--- src/logic/cu_config_pkg.sv ---
// Compute unit configuration: datapath widths, buffer depths and almost-full margin
`default_nettype none

package cu_config_pkg;

	// Datapath widths
	localparam int VERTEX_W = 32;
	localparam int DEGREE_W = 16;
	localparam int DATA_W   = 32;
	localparam int COUNT_W  = 32;
	localparam int POS_W    = 4;

	// Buffer sizing
	localparam int EDGE_FIFO_DEPTH   = 16;
	localparam int RESULT_FIFO_DEPTH = 8;

	// Almost-full once this many free entries or fewer remain
	localparam int ALFULL_MARGIN = 2;

endpackage

`default_nettype wire

--- src/logic/graph_data_pkg.sv ---
// Graph data records exchanged between the sum compute unit and its environment
`default_nettype none

package graph_data_pkg;

	import cu_config_pkg::*;

	// One vertex job as issued by the job source
	typedef struct packed {
		logic [VERTEX_W-1:0] id;
		logic [DEGREE_W-1:0] degree;
	} vertex_job_t;

	// One edge value from the edge stream
	typedef logic [DATA_W-1:0] edge_word_t;

	// Finished vertex, tagged with the grid position of the unit
	typedef struct packed {
		logic [VERTEX_W-1:0] id;
		logic [DATA_W-1:0]   sum;
		logic [POS_W-1:0]    cu_x;
		logic [POS_W-1:0]    cu_y;
	} result_t;

endpackage

`default_nettype wire

--- src/logic/sum_ctrl_if.sv ---
// Control link between the sum FSM, the edge counter and the accumulator
`default_nettype none
`timescale 1ns/1ps

interface sum_ctrl_if;

	import cu_config_pkg::*;

	logic                start;
	logic [DEGREE_W-1:0] degree;
	logic                take;
	logic                last;
	logic                finish;

	modport fsm (output start, output degree, output finish, input last);

	modport timer (input start, input degree, input take, output last);

	// Accumulator only sees the edge-level handshake
	modport accum (input start, input finish, input last, output take);

endinterface

`default_nettype wire

--- src/logic/cu_sum_kernel.sv ---
// Sum compute unit top: edge and result buffers around the control and datapath blocks
`default_nettype none
`timescale 1ns/1ps

module cu_sum_kernel #(
	parameter logic [cu_config_pkg::POS_W-1:0] cu_x = 4'd1,
	parameter logic [cu_config_pkg::POS_W-1:0] cu_y = 4'd1
) (
	input  wire logic                                clock,
	input  wire logic                                rstn,
	input  wire logic                                enable,
	input  wire logic                                job_valid,
	input  wire logic [cu_config_pkg::VERTEX_W-1:0] job_id,
	input  wire logic [cu_config_pkg::DEGREE_W-1:0] job_degree,
	input  wire logic                                edge_valid,
	input  wire logic [cu_config_pkg::DATA_W-1:0]   edge_data,
	output logic                                     edge_request,
	input  wire logic                                write_alfull,
	input  wire logic                                write_bus_grant,
	output logic                                     write_bus_request,
	output logic                                     write_valid,
	output logic      [cu_config_pkg::VERTEX_W-1:0] write_id,
	output logic      [cu_config_pkg::DATA_W-1:0]   write_sum,
	output logic      [cu_config_pkg::POS_W-1:0]    write_cu_x,
	output logic      [cu_config_pkg::POS_W-1:0]    write_cu_y,
	input  wire logic                                resp_valid,
	output logic                                     busy,
	output logic      [cu_config_pkg::COUNT_W-1:0] edge_total_count,
	output logic      [cu_config_pkg::COUNT_W-1:0] resp_total_count
);

	import cu_config_pkg::*;
	import graph_data_pkg::*;

	logic                edge_alfull;
	logic                edge_empty;
	logic                edge_pop;
	edge_word_t          edge_word;
	logic                result_push;
	logic                result_pop;
	logic                result_full;
	logic                result_empty;
	result_t             result_in;
	result_t             result_out;
	logic [VERTEX_W-1:0] vertex_id;

	sum_ctrl_if ctrl ();

	//////////////////////////////////////////////////////////////////////
	// Edge input buffer, which keeps capturing while the unit is frozen
	//////////////////////////////////////////////////////////////////////

	assign edge_request = !edge_alfull;

	sync_fifo #(.item_t(edge_word_t), .depth(EDGE_FIFO_DEPTH)) u_edge_fifo (
		.clock    (clock),
		.rstn     (rstn),
		.push     (edge_valid),
		.push_data(edge_data),
		.pop      (edge_pop),
		.pop_data (edge_word),
		.full     (),
		.alfull   (edge_alfull),
		.empty    (edge_empty)
	);

	//////////////////////////////////////////////////////////////////////
	// Control and accumulation
	//////////////////////////////////////////////////////////////////////

	sum_control_fsm u_control (
		.clock      (clock),
		.rstn       (rstn),
		.enable     (enable),
		.job_valid  (job_valid),
		.job_id     (job_id),
		.job_degree (job_degree),
		.result_full(result_full),
		.result_push(result_push),
		.busy       (busy),
		.vertex_id  (vertex_id),
		.ctrl       (ctrl.fsm)
	);

	edge_count_timer u_counter (
		.clock           (clock),
		.rstn            (rstn),
		.enable          (enable),
		.resp_valid      (resp_valid),
		.ctrl            (ctrl.timer),
		.edge_total_count(edge_total_count),
		.resp_total_count(resp_total_count)
	);

	edge_sum_accumulator #(.cu_x(cu_x), .cu_y(cu_y)) u_accumulator (
		.clock     (clock),
		.rstn      (rstn),
		.enable    (enable),
		.edge_empty(edge_empty),
		.edge_pop  (edge_pop),
		.edge_word (edge_word),
		.vertex_id (vertex_id),
		.result    (result_in),
		.ctrl      (ctrl.accum)
	);

	//////////////////////////////////////////////////////////////////////
	// Result buffer and write bus
	//////////////////////////////////////////////////////////////////////

	sync_fifo #(.item_t(result_t), .depth(RESULT_FIFO_DEPTH)) u_result_fifo (
		.clock    (clock),
		.rstn     (rstn),
		.push     (result_push),
		.push_data(result_in),
		.pop      (result_pop),
		.pop_data (result_out),
		.full     (result_full),
		.alfull   (),
		.empty    (result_empty)
	);

	write_request_unit u_write (
		.clock            (clock),
		.rstn             (rstn),
		.enable           (enable),
		.result_empty     (result_empty),
		.write_alfull     (write_alfull),
		.write_bus_grant  (write_bus_grant),
		.result_pop       (result_pop),
		.result_data      (result_out),
		.write_bus_request(write_bus_request),
		.write_valid      (write_valid),
		.write_id         (write_id),
		.write_sum        (write_sum),
		.write_cu_x       (write_cu_x),
		.write_cu_y       (write_cu_y)
	);

endmodule

`default_nettype wire

--- src/logic/edge_count_timer.sv ---
// Per-vertex edge counter plus running totals of consumed edges and write responses
`default_nettype none
`timescale 1ns/1ps

module edge_count_timer (
	input  wire logic                               clock,
	input  wire logic                               rstn,
	input  wire logic                               enable,
	input  wire logic                               resp_valid,
	sum_ctrl_if.timer                               ctrl,
	output logic      [cu_config_pkg::COUNT_W-1:0] edge_total_count,
	output logic      [cu_config_pkg::COUNT_W-1:0] resp_total_count
);

	import cu_config_pkg::*;

	logic [DEGREE_W-1:0] vertex_count;

	// Degree zero matches straight after start
	assign ctrl.last = (vertex_count == ctrl.degree);

	always_ff @(posedge clock or negedge rstn) begin
		if (!rstn) begin
			vertex_count     <= '0;
			edge_total_count <= '0;
			resp_total_count <= '0;
		end else if (enable) begin
			if (ctrl.start) begin
				vertex_count <= '0;
			end else if (ctrl.take) begin
				vertex_count <= vertex_count + 1'b1;
			end
			if (ctrl.take) begin
				edge_total_count <= edge_total_count + 1'b1;
			end
			if (resp_valid) begin
				resp_total_count <= resp_total_count + 1'b1;
			end
		end
	end

endmodule

`default_nettype wire

--- src/logic/edge_sum_accumulator.sv ---
// Edge summation datapath: pops edge words, accumulates them and forms the result record
`default_nettype none
`timescale 1ns/1ps

module edge_sum_accumulator #(
	parameter logic [cu_config_pkg::POS_W-1:0] cu_x = 4'd1,
	parameter logic [cu_config_pkg::POS_W-1:0] cu_y = 4'd1
) (
	input  wire logic                                clock,
	input  wire logic                                rstn,
	input  wire logic                                enable,
	input  wire logic                                edge_empty,
	output logic                                     edge_pop,
	input  wire graph_data_pkg::edge_word_t          edge_word,
	input  wire logic [cu_config_pkg::VERTEX_W-1:0] vertex_id,
	output graph_data_pkg::result_t                  result,
	sum_ctrl_if.accum                                ctrl
);

	import cu_config_pkg::*;

	logic              active;
	logic [DATA_W-1:0] sum_q;

	// One edge per cycle until the vertex count reaches its degree
	assign edge_pop  = enable && active && !ctrl.last && !edge_empty;
	assign ctrl.take = edge_pop;

	always_ff @(posedge clock or negedge rstn) begin
		if (!rstn) begin
			active <= 1'b0;
			sum_q  <= '0;
		end else if (enable) begin
			if (ctrl.start) begin
				active <= 1'b1;
				sum_q  <= '0;
			end else if (ctrl.finish) begin
				active <= 1'b0;
				sum_q  <= '0;
			end else if (edge_pop) begin
				sum_q <= sum_q + edge_word;
			end
		end
	end

	always_comb begin
		result.id   = vertex_id;
		result.sum  = sum_q;
		result.cu_x = cu_x;
		result.cu_y = cu_y;
	end

endmodule

`default_nettype wire

--- src/logic/sum_control_fsm.sv ---
// Job sequencing FSM for one vertex: accept, accumulate, hand the result to the buffer
`default_nettype none
`timescale 1ns/1ps

module sum_control_fsm (
	input  wire logic                                clock,
	input  wire logic                                rstn,
	input  wire logic                                enable,
	input  wire logic                                job_valid,
	input  wire logic [cu_config_pkg::VERTEX_W-1:0] job_id,
	input  wire logic [cu_config_pkg::DEGREE_W-1:0] job_degree,
	input  wire logic                                result_full,
	output logic                                     result_push,
	output logic                                     busy,
	output logic      [cu_config_pkg::VERTEX_W-1:0] vertex_id,
	sum_ctrl_if.fsm                                  ctrl
);

	import cu_config_pkg::*;

	typedef enum logic [1:0] {
		st_idle,
		st_accumulate,
		st_finish
	} state_t;

	state_t              state;
	logic                accept;
	logic [DEGREE_W-1:0] degree_q;

	// Jobs arriving while busy are dropped
	assign accept = enable && job_valid && !busy;

	assign ctrl.start  = accept;
	assign ctrl.degree = degree_q;

	// Hand off only when the result buffer has room
	assign result_push = enable && (state == st_finish) && !result_full;
	assign ctrl.finish = result_push;

	//////////////////////////////////////////////////////////////////////
	// State register
	//////////////////////////////////////////////////////////////////////

	always_ff @(posedge clock or negedge rstn) begin
		if (!rstn) begin
			state    <= st_idle;
			degree_q <= '0;
		end else if (enable) begin
			if (accept) begin
				degree_q <= job_degree;
			end
			case (state)
				st_idle:       if (accept) state <= st_accumulate;
				st_accumulate: if (ctrl.last) state <= st_finish;
				st_finish:     if (result_push) state <= st_idle;
				default:       state <= st_idle;
			endcase
		end
	end

	// Busy drops one cycle after the push, as the write request rises
	always_ff @(posedge clock or negedge rstn) begin
		if (!rstn) begin
			busy <= 1'b0;
		end else if (enable) begin
			if (accept) begin
				busy <= 1'b1;
			end else if (state == st_idle) begin
				busy <= 1'b0;
			end
		end
	end

	always_ff @(posedge clock) begin
		if (accept) begin
			vertex_id <= job_id;
		end
	end

endmodule

`default_nettype wire

--- src/logic/sync_fifo.sv ---
// Synchronous circular buffer of any payload type with full, almost-full and empty flags
`default_nettype none
`timescale 1ns/1ps

module sync_fifo #(
	parameter type item_t = logic [31:0],
	parameter int  depth  = 16
) (
	input  wire logic  clock,
	input  wire logic  rstn,
	input  wire logic  push,
	input  wire item_t push_data,
	input  wire logic  pop,
	output item_t      pop_data,
	output logic       full,
	output logic       alfull,
	output logic       empty
);

	import cu_config_pkg::*;

	localparam int ptr_w   = (depth > 1) ? $clog2(depth) : 1;
	localparam int count_w = $clog2(depth + 1);

	item_t              mem [depth];
	logic [ptr_w-1:0]   wr_ptr;
	logic [ptr_w-1:0]   rd_ptr;
	logic [count_w-1:0] count;
	logic               do_push;
	logic               do_pop;

	// Overflow and underflow requests are dropped
	assign do_push = push && !full;
	assign do_pop  = pop && !empty;

	assign full     = (count == count_w'(depth));
	assign alfull   = (count >= count_w'(depth - ALFULL_MARGIN));
	assign empty    = (count == '0);
	// Head entry is visible in the cycle it is popped
	assign pop_data = mem[rd_ptr];

	always_ff @(posedge clock) begin
		if (do_push) begin
			mem[wr_ptr] <= push_data;
		end
	end

	always_ff @(posedge clock or negedge rstn) begin
		if (!rstn) begin
			wr_ptr <= '0;
			rd_ptr <= '0;
			count  <= '0;
		end else begin
			if (do_push) begin
				wr_ptr <= (wr_ptr == ptr_w'(depth - 1)) ? '0 : wr_ptr + 1'b1;
			end
			if (do_pop) begin
				rd_ptr <= (rd_ptr == ptr_w'(depth - 1)) ? '0 : rd_ptr + 1'b1;
			end
			case ({do_push, do_pop})
				2'b10:   count <= count + 1'b1;
				2'b01:   count <= count - 1'b1;
				default: count <= count;
			endcase
		end
	end

endmodule

`default_nettype wire

--- src/logic/write_request_unit.sv ---
// Write bus side: request while results wait, pop on grant, register the write record
`default_nettype none
`timescale 1ns/1ps

module write_request_unit (
	input  wire logic                                clock,
	input  wire logic                                rstn,
	input  wire logic                                enable,
	input  wire logic                                result_empty,
	input  wire logic                                write_alfull,
	input  wire logic                                write_bus_grant,
	output logic                                     result_pop,
	input  wire graph_data_pkg::result_t             result_data,
	output logic                                     write_bus_request,
	output logic                                     write_valid,
	output logic      [cu_config_pkg::VERTEX_W-1:0] write_id,
	output logic      [cu_config_pkg::DATA_W-1:0]   write_sum,
	output logic      [cu_config_pkg::POS_W-1:0]    write_cu_x,
	output logic      [cu_config_pkg::POS_W-1:0]    write_cu_y
);

	logic request_q;

	// Late grants after the buffer drains are not honored
	assign result_pop = enable && write_bus_grant && !write_alfull && !result_empty;

	// Downstream almost-full masks the request at once
	assign write_bus_request = request_q && !write_alfull;

	always_ff @(posedge clock or negedge rstn) begin
		if (!rstn) begin
			request_q   <= 1'b0;
			write_valid <= 1'b0;
		end else begin
			write_valid <= result_pop;
			if (enable) begin
				request_q <= !result_empty;
			end
		end
	end

	always_ff @(posedge clock) begin
		if (result_pop) begin
			write_id   <= result_data.id;
			write_sum  <= result_data.sum;
			write_cu_x <= result_data.cu_x;
			write_cu_y <= result_data.cu_y;
		end
	end

endmodule

`default_nettype wire

--- config.mk ---
export PLATFORM = sky130hd
export DESIGN_NAME = cu_sum_kernel
export DESIGN_NICKNAME = d
export VERILOG_FILES = /design/src/logic/cu_config_pkg.sv /design/src/logic/graph_data_pkg.sv /design/src/logic/sum_ctrl_if.sv /design/src/logic/cu_sum_kernel.sv /design/src/logic/edge_count_timer.sv /design/src/logic/edge_sum_accumulator.sv /design/src/logic/sum_control_fsm.sv /design/src/logic/sync_fifo.sv /design/src/logic/write_request_unit.sv
export SDC_FILE = /design/constraint.sdc
export NUM_CORES = 1
export LEC_CHECK = 0
export BUFFER_PORTS_ARGS = -buffer_cell sky130_fd_sc_hd__buf_2
export CAP_MARGIN = 25
export CELL_PAD_IN_SITES_DETAIL_PLACEMENT = 1
export CELL_PAD_IN_SITES_GLOBAL_PLACEMENT = 2
export CORE_UTILIZATION = 44
export DETAILED_ROUTE_END_ITERATION = 10
export GPL_TIMING_DRIVEN = 0
export PLACE_DENSITY = 0.84
export SLEW_MARGIN = 20
export SYNTH_ARGS = -nofsm -noshare
export SYNTH_HDL_FRONTEND = slang
export SYNTH_HIERARCHICAL = 1
export SYNTH_SLANG_ARGS = --single-unit
--- constraint.sdc ---
create_clock -name clock -period 8.27 [get_ports clock]
set_input_delay 0.827 -clock clock [delete_from_list [all_inputs] [get_ports clock]]
set_output_delay 0.827 -clock clock [all_outputs]
set_load 0.05 [all_outputs]
==> flow_metrics.tcl <==
set metrics [dict create \
    grt.total_usage 0.2173 \
    vdd_drop_max_uv 282.6 \
    power.density_nw_per_um2 349.0 \
    portBuffers 227 \
    hold_path_class "input pin to asynchronous set/reset pin" \
    chipHeight_um 350.6 \
    fmax_mhz 202.1 \
    clkSlewWorstSetupHoldPaths_ps 60 \
    netlist_instances 2686 \
    num_rows 127 \
    htreeDepth 4 \
    num_io_pins 228 \
    worst_clock_skew_ps 20.10 \
    endpoint_kind "flip-flop" \
    p_sw_frac 0.3214 \
    cts_tree "built" \
    min_period_ps 4947 \
    grt.overflow.total 0 \
    place_inst 4638 \
    fin_util 0.5224 \
    ant_nets 0 \
    finalNonFillerCells 4911 \
    cts_setup_buffers 0 \
    dpl-instance-area_um2 58170 \
    fin_nets 3314 \
    grt_first_pass_wirelength_um 195300 \
    dp_worst_setup_slack_ps 3397 \
    cellInternalPower_mw 14.86 \
    grt_pass1_vias 30137 \
    drt_iter0_drc 2206 \
    totalWireLength_um 131100 \
    p_clk_frac 0.282 \
    syn_avg_cell_area_um2 19.91 \
    fin_crit_sh 0.5982 \
    gp_congestion 0.8621 \
    crit_path_max_fanout 10 \
    setup_violations 0 \
    cts_sinks 1349 \
    dr.pass1.iters 5 \
    reg2reg_depth 17 \
    startpoint_type "flip-flop" \
    tightest_slew_ps 1040 \
    pwr-share-comb 0.322 \
    critPathRequiredTime_ps 8960 \
    clk_latency_ps 770 \
    clockBufferDepth 3 \
    n_fill_cell 10978 \
    root_buffer "clkbuf_16" \
    via_per_inst 5.613 \
    area_delta_synth_final_pct 17.37 \
    drive_gt1_frac 0.3277 \
    final_area_um2 62750 \
    cap_viol_max_count 0 \
    dp_hpwl_um 89790 \
    status "completed" \
    slew_headroom 0.3067 \
    yosysWarningCount 6 \
    seq_power_share 0.396 \
    cts_made_buffers 145 \
    path_class "flip-flop to flip-flop" \
    cellLeakagePower_nw 21.60 \
    die_x_um 350.6 \
    antenna_found_initial 14 \
    postCtsHoldBufs 0 \
    die_area_um2 122900 \
    drcViolationCount 0 \
    slew_viol_final 0 \
    vias 27564 \
    p_sw_mw 7.040 \
    placeableCoreArea_um2 120100 \
    rsz0062_at_grt "false" \
    crit_arrival_ps 5640 \
    finalHoldViolations 0 \
    post_cts_resized 0 \
    layout_setup_ws_ps 3323 \
    post_drt_wl_per_cell_um 26.70 \
    hold_slack_ps 63.72 \
    initial_core_util 0.4451 \
    synth_area_um2 53470 \
    grt_max_degree 83 \
]
[power by group through the flow]
stage / logic [mW] / registers (mW) / clock network (mW)
2_1_floorplan: 4.83 / 8.88 / 0
3_3_place_gp: 6.66 / 8.76 / 0
3_5_place_dp: 7.04 / 8.80 / 0
4_1_cts: 7.10 / 8.67 / 6.32
5_1_grt: 7.57 / 8.73 / 6.52
6_report: 7.06 / 8.67 / 6.18
[placed cells by master (no fill, tap or decap), types with 36 or more instances in the layout]
cell / instances
xnor2_1: 88
edfxtp_1: 1192
buf_6: 36
nand3_1: 45
clkbuf_1: 71
nor2_1: 67
clkbuf_16: 151
ha_1: 50
o21ai_0: 49
buf_4: 106
mux2_2: 91
o22ai_1: 70
mux4_2: 272
buf_2: 253
nand2_1: 98
dfrtp_1: 157
[final timing paths]
| kind | endpoint | startpoint | slack, ps |
|---|---|---|---|
| setup / recovery | u_accumulator/sum_q[28] | u_edge_fifo/rd_ptr[0] | 3320 |
| hold / removal | u_write/write_valid | rstn | 60 |
| setup reg to reg | u_accumulator/sum_q[28] | u_edge_fifo/rd_ptr[0] | 3320 |
| hold reg to reg | u_counter/edge_total_count[31] | u_counter/edge_total_count[31] | 480 |
| max in group asynchronous | u_counter/vertex_count[6] | rstn | 7250 |
| min in group clock | u_control/vertex_id[14] | job_id[14] | 230 |
[layer usage]
metal,vias up,GRT usage,wire [um]
li1,11852,-,-
met1,14575,0.2625,50250
met2,883,0.3878,69530
met3,234,0.04050,7735
met4,20,0.07744,3499
met5,-,0,128
[final cells by class]
type	count	area (um2)	area share
multi-input combinational	1159	12730	0.2028
sequential	1349	39720	0.6330
buffer	149	1102	0.01757
timing repair buffer	334	2472	0.03940
clock buffer	199	3998	0.06370
tap	1612	2017	0.03214
inverter	35	131.4	0.002094
antenna	3	7.507	0.0001196
clock inverter	71	573.1	0.009132
[sequential cells by signal (all words and copies together), names as in the netlist]
signal / flops
u_write/write_id: 32
u_edge_fifo/mem: 512
u_write/write_valid: 1
u_write/write_cu_y: 4
u_accumulator/active: 1
u_write/write_cu_x: 4
u_edge_fifo/rd_ptr: 4
u_control/busy: 1
u_result_fifo/mem: 576
u_result_fifo/wr_ptr: 3
u_control/ctrl.degree: 16
u_accumulator/sum_q: 32
u_counter/edge_total_count: 32
u_write/request_q: 1
u_edge_fifo/count: 5
u_write/write_sum: 32
u_edge_fifo/wr_ptr: 4
u_counter/vertex_count: 16
u_result_fifo/count: 4
u_control/vertex_id: 32
u_control/state: 2
u_result_fifo/rd_ptr: 3
u_counter/resp_total_count: 32
[through the flow]
step	setup TNS, ps	power [mW]
6_report	0	21.90
5_1_grt	0	22.83
4_1_cts	0	22.09
3_5_place_dp	0	15.84
3_3_place_gp	-2347890	15.42
2_1_floorplan	0	13.71
[worst max-delay path, stage by stage, from the launching register on]
cell       delay (ps)
dfrtp_1           360
buf_2             250
buf_4             260
nand2b_1          340
buf_1             630
o22ai_1           130
nor2_1            370
inv_1             130
fa_1              500
nor2b_4           170
o31ai_2           110
a311o_1           400
o2111ai_2         330
nand2_1           240
nor2_1            200
o22ai_1           120
xor2_1            150
o21ai_0           150
Note: power is estimated with default switching activity, not from simulation.
